## src/intr_pkg.sv

```systemverilog
// Package with the interrupt controller's shared localparams
`default_nettype none

package intr_pkg;

    // Number of edge-triggered interrupt sources
    localparam int NUM_SRC = 8;

    // Width of a source id
    localparam int ID_W = 3;

    // Width of a priority or a nesting level
    localparam int LVL_W = 3;

    // Nesting stack depth
    // Levels strictly rise on each push, so levels 1..7 always fit
    localparam int NEST_DEPTH = 7;

    // Flat priority vector, source i sits at bits 3i+2 down to 3i
    localparam int PRIO_W = NUM_SRC * LVL_W;

endpackage

`default_nettype wire
```

## src/intr_ctrl_top.sv

```systemverilog
// Top level of the nested interrupt controller, pending register, resolver and stack
`timescale 1ns/100ps
`default_nettype none

module intr_ctrl_top import intr_pkg::*; (
    input  wire logic               clk,
    input  wire logic               rst,
    input  wire logic [NUM_SRC-1:0] intr_src,
    input  wire logic [NUM_SRC-1:0] intr_enable,
    input  wire logic [PRIO_W-1:0]  intr_prio,
    output logic                    req_valid,
    output logic      [ID_W-1:0]    req_id,
    output logic      [LVL_W-1:0]   req_level,
    input  wire logic               req_ready,
    input  wire logic               eoi,
    output logic      [LVL_W-1:0]   cur_level
);

    logic [NUM_SRC-1:0] pending;
    logic               take;
    logic [ID_W-1:0]    take_id;
    logic [LVL_W-1:0]   take_level;

    intr_pending pending_i (
        .clk      (clk),
        .rst      (rst),
        .intr_src (intr_src),
        .take     (take),
        .take_id  (take_id),
        .pending  (pending)
    );

    // Resolver owns the handshake and issues the take pulse
    nesting_ismu ismu_i (
        .clk         (clk),
        .rst         (rst),
        .pending     (pending),
        .intr_enable (intr_enable),
        .intr_prio   (intr_prio),
        .cur_level   (cur_level),
        .req_valid   (req_valid),
        .req_id      (req_id),
        .req_level   (req_level),
        .req_ready   (req_ready),
        .take        (take),
        .take_id     (take_id),
        .take_level  (take_level)
    );

    level_stack stack_i (
        .clk        (clk),
        .rst        (rst),
        .take       (take),
        .take_level (take_level),
        .eoi        (eoi),
        .cur_level  (cur_level)
    );

endmodule

`default_nettype wire

```

## src/level_stack.sv

```systemverilog
// Nesting stack of accepted levels with the current level output
`timescale 1ns/100ps
`default_nettype none

module level_stack import intr_pkg::*; (
    input  wire logic             clk,
    input  wire logic             rst,
    input  wire logic             take,
    input  wire logic [LVL_W-1:0] take_level,
    input  wire logic             eoi,
    output logic      [LVL_W-1:0] cur_level
);

    logic [LVL_W-1:0] stack_mem [NEST_DEPTH];
    logic [$clog2(NEST_DEPTH+1)-1:0] count;
    logic [$clog2(NEST_DEPTH+1)-1:0] top_idx;

    assign top_idx = count - 1'b1;

    // Level 0 when no handler is active
    assign cur_level = (count == '0) ? '0 : stack_mem[top_idx];

    // Entry written by each take
    always_ff @(posedge clk) begin
        if (take && eoi) begin
            // pop then push lands on the same slot
            stack_mem[top_idx] <= take_level;
        end else if (take) begin
            stack_mem[count] <= take_level;
        end
    end

    always_ff @(posedge clk or posedge rst) begin
        if (rst) begin
            count <= '0;
        end else if (take && !eoi) begin
            count <= count + 1'b1;
        end else if (eoi && !take) begin
            count <= count - 1'b1;
        end
    end

    no_pop_empty_a: assert property (
        @(posedge clk) disable iff (rst)
        eoi |-> count != '0
    ) else $error("eoi with no active handler");

    no_push_full_a: assert property (
        @(posedge clk) disable iff (rst)
        take && !eoi |-> count < NEST_DEPTH
    ) else $error("nesting stack overflow");

    // Levels must strictly rise while nesting
    push_rises_a: assert property (
        @(posedge clk) disable iff (rst)
        take |-> take_level > cur_level
    ) else $error("pushed level %0d not above top %0d", take_level, cur_level);

endmodule

`default_nettype wire

```

## src/nesting_ismu.sv

```systemverilog
// Three-stage nesting priority resolver with valid/ready offer and take pulse
`timescale 1ns/100ps
`default_nettype none

module nesting_ismu import intr_pkg::*; (
    input  wire logic               clk,
    input  wire logic               rst,
    input  wire logic [NUM_SRC-1:0] pending,
    input  wire logic [NUM_SRC-1:0] intr_enable,
    input  wire logic [PRIO_W-1:0]  intr_prio,
    input  wire logic [LVL_W-1:0]   cur_level,
    output logic                    req_valid,
    output logic      [ID_W-1:0]    req_id,
    output logic      [LVL_W-1:0]   req_level,
    input  wire logic               req_ready,
    output logic                    take,
    output logic      [ID_W-1:0]    take_id,
    output logic      [LVL_W-1:0]   take_level
);

    // Stage 1 registers
    logic               s1_vld;
    logic [NUM_SRC-1:0] s1_elig;
    logic [PRIO_W-1:0]  s1_prio;
    logic [LVL_W-1:0]   s1_lvl;

    // Scan result
    logic               win_found;
    logic [ID_W-1:0]    win_id;
    logic [LVL_W-1:0]   win_lvl;

    // Stage 2 registers
    logic               s2_found;
    logic [ID_W-1:0]    s2_id;
    logic [LVL_W-1:0]   s2_lvl;

    // Handshake completes on this edge
    assign take       = req_valid & req_ready;
    assign take_id    = req_id;
    assign take_level = req_level;

    // Stage 1, mask pending with enables and sample the level
    always_ff @(posedge clk or posedge rst) begin
        if (rst) begin
            s1_vld <= 1'b0;
        end else begin
            s1_vld <= ~take;
        end
    end

    always_ff @(posedge clk) begin
        s1_elig <= pending & intr_enable;
        s1_prio <= intr_prio;
        s1_lvl  <= cur_level;
    end

    // Scan from the top source down, strict compare keeps the higher id on ties
    // Starting from the sampled level means priority 0 never wins
    always_comb begin
        win_found = 1'b0;
        win_id    = '0;
        win_lvl   = s1_lvl;
        for (int i = NUM_SRC - 1; i >= 0; i--) begin
            if (s1_elig[i] && (s1_prio[i*LVL_W +: LVL_W] > win_lvl)) begin
                win_found = 1'b1;
                win_id    = ID_W'(i);
                win_lvl   = s1_prio[i*LVL_W +: LVL_W];
            end
        end
    end

    // Stage 2, winner register
    always_ff @(posedge clk or posedge rst) begin
        if (rst) begin
            s2_found <= 1'b0;
        end else begin
            s2_found <= win_found & s1_vld & ~take;
        end
    end

    always_ff @(posedge clk) begin
        s2_id  <= win_id;
        s2_lvl <= win_lvl;
    end

    // Stage 3, offer register; a held offer is never replaced
    always_ff @(posedge clk or posedge rst) begin
        if (rst) begin
            req_valid <= 1'b0;
            req_id    <= '0;
            req_level <= '0;
        end else if (take) begin
            req_valid <= 1'b0;
        end else if (!req_valid) begin
            req_valid <= s2_found;
            req_id    <= s2_id;
            req_level <= s2_lvl;
        end
    end

    offer_stable_a: assert property (
        @(posedge clk) disable iff (rst)
        req_valid && !req_ready |=> req_valid && $stable(req_id) && $stable(req_level)
    ) else $error("offer changed under back-pressure");

    // Takes flush the pipeline, so an offer is never at or below the live level
    offer_above_level_a: assert property (
        @(posedge clk) disable iff (rst)
        req_valid |-> req_level > cur_level
    ) else $error("offer level %0d not above current level %0d", req_level, cur_level);

endmodule

`default_nettype wire

```

## src/intr_pending.sv

```systemverilog
// Rising edge detection and per-source pending bits for the interrupt controller
`timescale 1ns/100ps
`default_nettype none

module intr_pending import intr_pkg::*; (
    input  wire logic               clk,
    input  wire logic               rst,
    input  wire logic [NUM_SRC-1:0] intr_src,
    input  wire logic               take,
    input  wire logic [ID_W-1:0]    take_id,
    output logic      [NUM_SRC-1:0] pending
);

    logic [NUM_SRC-1:0] src_q;
    logic [NUM_SRC-1:0] rise;
    logic [NUM_SRC-1:0] clr_mask;

    // Edge against the sample from the previous cycle
    assign rise = intr_src & ~src_q;

    // One-hot clear for the source being taken
    always_comb begin
        clr_mask          = '0;
        clr_mask[take_id] = take;
    end

    always_ff @(posedge clk or posedge rst) begin
        if (rst) begin
            src_q   <= '0;
            pending <= '0;
        end else begin
            src_q   <= intr_src;
            // set wins over clear on the same bit
            pending <= (pending & ~clr_mask) | rise;
        end
    end

    // The resolver only offers pending sources, so a take must hit a set bit
    take_of_pending_a: assert property (
        @(posedge clk) disable iff (rst)
        take |-> pending[take_id]
    ) else $error("take for source %0d which is not pending", take_id);

endmodule

`default_nettype wire

```

## config.mk

```make
export PLATFORM = sky130hd
export DESIGN_NAME = intr_ctrl_top
export DESIGN_NICKNAME = d
export VERILOG_FILES = /design/src/intr_pkg.sv /design/src/intr_ctrl_top.sv /design/src/level_stack.sv /design/src/nesting_ismu.sv /design/src/intr_pending.sv
export SDC_FILE = /design/constraint.sdc
export NUM_CORES = 1
export LEC_CHECK = 0
export ABC_AREA = 1
export BUFFER_PORTS_ARGS = -buffer_cell sky130_fd_sc_hd__buf_2
export CAP_MARGIN = 20
export CORE_MARGIN = 2
export CORE_UTILIZATION = 45
export DETAILED_ROUTE_END_ITERATION = 12
export PLACE_DENSITY_LB_ADDON = 0.15
export SLEW_MARGIN = 20
export SYNTH_ARGS = -nofsm -noshare
export SYNTH_HDL_FRONTEND = slang
export SYNTH_HIERARCHICAL = 1
export SYNTH_SLANG_ARGS = --single-unit
```

## constraint.sdc

```tcl
create_clock -name clk -period 17.9 [get_ports clk]
set_clock_uncertainty 0.05 [all_clocks]
set_input_delay 2.685 -clock clk [delete_from_list [all_inputs] [get_ports clk]]
set_output_delay 2.685 -clock clk [all_outputs]
set_load 0.03 [all_outputs]
```

==> flow_summary_export.csv <==
group,metric,value,unit
clocking,cts_hold_buffers,0,
floorplan,die_x,100,um
clocking,clockRootBuffer,"clkbuf_8",
global_routing,antenna_found_initial,0,
floorplan,rows,35,
cells_and_area,seq_area,2150,sq um
clocking,cts_sinks,90,
yosys,ys_ff_latch,90,
drt,drt_pre_antenna_iters,4,
worst_setup_path,critPathMaxStageDelay,0.36,ns
worst_setup_path,cp-start-kind,"register",
power_and_ir_drop,finalPower,841,uW
drt,drtAntennaViolNets,0,
yosys,synth.distinct_cells,34,
cells_and_area,nets,602,
clocking,clockBufferDepth,2,
run_status,status,"finished clean",
worst_setup_path,crit_fanout,7,
sta,fin_ws,8.59,ns
global_routing,grt_max_degree,17,
global_routing,grt_overflow,0,
worst_setup_path,worst_path_max_delay_cell,"dfxtp_1",
clocking,clk_pin_slew,0.09,ns
clocking,numCtsBuffers,9,
clocking,cts-htree-levels,3,
yosys,syn-num-nets,547,
cells_and_area,drive_gt1_share,21.3,%
yosys,yosysWarnings,6,
drt,drt-initial-drc-count,108,
power_and_ir_drop,power.density,179,nW/um^2
clocking,clk-insertion-delay-late,0.35,ns
worst_setup_path,cp.required,18.10,ns
worst_setup_path,critical_path_class,"register to register",
worst_setup_path,crit_top_cell,"ha_1",
floorplan,start_util,45.8,%
drt,routedWlPerCell,11.7,um
yosys,ys_seq_area_share,51.6,%
min_path,hold_path.class,"register to register",
sta,fin_crit_sh,52.0,%
clocking,cts_setup_buffers,0,
sta,tightest_slew,0.587,ns
floorplan,core_area,9110,sq um
global_routing,grt_pass1_wl,13.2,mm
yosys,synth_area_per_cell,8.62,sq um
drt,drc,0,
floorplan,fp.dieH,100,um
cells_and_area,fill_cells,925,
cells_and_area,final_util,51.6,%
placement,place_ws,8.63,ns
drt,wl,7.68,mm
worst_setup_path,setup.worst_path.end_class,"register",
floorplan,io_pins,54,
yosys,syn_area,4170,sq um
clocking,ctsResizeCount,0,
cells_and_area,antenna_cells,0,
worst_setup_path,cp.arrival,9.51,ns
cells_and_area,area.growth.synth_to_final,12.8,%
sta,fin_tns_setup,0,ns
sta,setup_viol,0,
cells_and_area,multi_input_area,1620,sq um
placement,place_hpwl,6.08,mm
placement,io_buffers,53,
global_routing,grt_use_total,16.6,%
clocking,cts_tree,"built",
drt,avgViaCountPerCell,4.62,
sta,relSlewSlack,60.8,%
floorplan,dieArea,10100,sq um
sta,slew_viol_final,0,
power_and_ir_drop,ir_drop,72.2,uV
yosys,synth_cells,484,
job,cap_violations,0,
placement,gp_congestion,0.833,
power_and_ir_drop,p_leak,0.00251,uW
drt,routed-via-count,3028,
sta,rsz0062_at_grt,"no",
sta,final_hold_viol_count,0,
sta,period_needed,9.31,ns
sta,max_freq,0.107,GHz
global_routing,grt_pass1_vias,3007,
==> cells by family after synthesis <==
group / synth area share (%)
DFF: 51.6
AOI/OAI and AO/OA: 5.10
xor gates and xnor gates: 0.420
and+or+nand+nor: 27.7
buffers and inverters: 9.45
adders and majority gates: 5.70
==> worst paths after layout <==
kind | endpoint | slack (ns) | startpoint | depth (start not counted)
setup / recovery | ismu_i/s2_found$_DFF_PP0_ | 8.59 | ismu_i/s1_lvl[2]$_DFF_P_ | 57
hold / removal | ismu_i/req_level[2]$_DFFE_PP0P_ | 0.39 | ismu_i/s2_lvl[2]$_DFF_P_ | 2
setup reg to reg | ismu_i/s2_found$_DFF_PP0_ | 8.59 | ismu_i/s1_lvl[2]$_DFF_P_ | 57
hold reg to reg | ismu_i/req_level[2]$_DFFE_PP0P_ | 0.39 | ismu_i/s2_lvl[2]$_DFF_P_ | 2
max in group asynchronous | pending_i/pending[4]$_DFF_PP0_ | 15.06 | rst | 2
min in group asynchronous | stack_i/count[1]$_DFFE_PP0P_ | 2.16 | rst | 2
==> power by group <==
part           internal, uW  total [uW]  leakage, uW  switching (uW)
clock                  68.6         137     0.000101            68.5
sequential              262         300     0.000847            38.2
combinational           141         404      0.00156             263
==> metrics by stage <==
stage | cell area [sq um] | instances | hold slack, ns
2_1_floorplan | 4170 | 484 | 0.352
3_3_place_gp | 4510 | 639 | 0.365
3_5_place_dp | 4510 | 639 | 0.371
4_1_cts | 4700 | 655 | 0.386
5_1_grt | 4700 | 655 | 0.425
6_report | 4700 | 655 | 0.385
==> area by class of cell <==
cell class	count	share of cell area, %
Sequential cell	90	45.8
Multi-Input combinational cell	298	34.5
Inverter	87	6.95
Timing Repair Buffer	53	5.64
Clock buffer	12	3.09
Tap cell	111	2.95
Clock inverter	4	1.06
==> registers in the layout, indices dropped and copies added, names as in the netlist, 3 cells and up <==
register,count
ismu_i/s1_prio,24
stack_i/stack_mem,21
ismu_i/s1_elig,8
pending_i/pending,8
pending_i/src_q,8
ismu_i/req_id,3
ismu_i/req_level,3
ismu_i/s1_lvl,3
ismu_i/s2_id,3
ismu_i/s2_lvl,3
stack_i/count,3
==> critical path: cells and delay by family (launching register included) <==
kind                     cells  cell delay [ns]
AND/OR/NAND/NOR             29             3.48
AO/OA/AOI/OAI               13             2.59
adder cells (fa/ha/maj)      8             2.27
buffers and inverters        7             0.46
flip-flops                   1             0.36
==> cells in the mapped netlist, drive strengths merged <==
cell type | instances | area (sq um)
a21oi | 9 | 56.3
buf | 8 | 63.8
inv | 87 | 327
a21boi | 2 | 30.0
a31oi | 2 | 12.5
edfxtp | 21 | 631
and2 | 1 | 6.26
o21ai | 11 | 55.1
nand2 | 163 | 719
nand3 | 38 | 248
nand4 | 1 | 6.26
o32ai | 1 | 8.76
dfrtp | 28 | 701
nor2 | 37 | 146
a211oi | 1 | 7.51
clkbuf | 1 | 3.75
o21a | 3 | 22.5
o211ai | 1 | 7.51
ha | 19 | 238
o22ai | 2 | 12.5
dfxtp | 41 | 821
xnor2 | 2 | 17.5
or2 | 4 | 25.0
nor3 | 1 | 5.00
==> per-layer routing <==
| layer | up-vias | share of wire [%] | GRT usage (%) |
|---|---|---|---|
| met2 | 52 | 49 | 28.1 |
| met5 | - | 0 | 0 |
| met3 | 12 | 4.0 | 4.39 |
| li1 | 1590 | - | - |
| met1 | 1374 | 46 | 20.4 |
| met4 | 0 | 1.5 | 5.90 |
==> cell usage in the layout, fill, tap and decap left out, types with 2 or more instances in the layout <==
| cell | instances |
|---|---|
| xnor2_1 | 2 |
| o22ai_1 | 2 |
| nand2_4 | 10 |
| clkbuf_1 | 2 |
| o21ai_1 | 2 |
| ha_1 | 19 |
| a21oi_2 | 3 |
| inv_2 | 6 |
| nand2_1 | 140 |
| edfxtp_1 | 21 |
| a31oi_1 | 2 |
| nand3_2 | 9 |
| dfxtp_1 | 41 |
| a21oi_1 | 6 |
| o21a_1 | 3 |
| o21ai_0 | 9 |
| inv_1 | 81 |
| nand3_1 | 28 |
| dfrtp_1 | 28 |
| clkbuf_8 | 10 |
| or2_2 | 4 |
| nor2_1 | 36 |
| buf_2 | 53 |
| nand2_2 | 13 |
(Power assumes the default switching activity.)
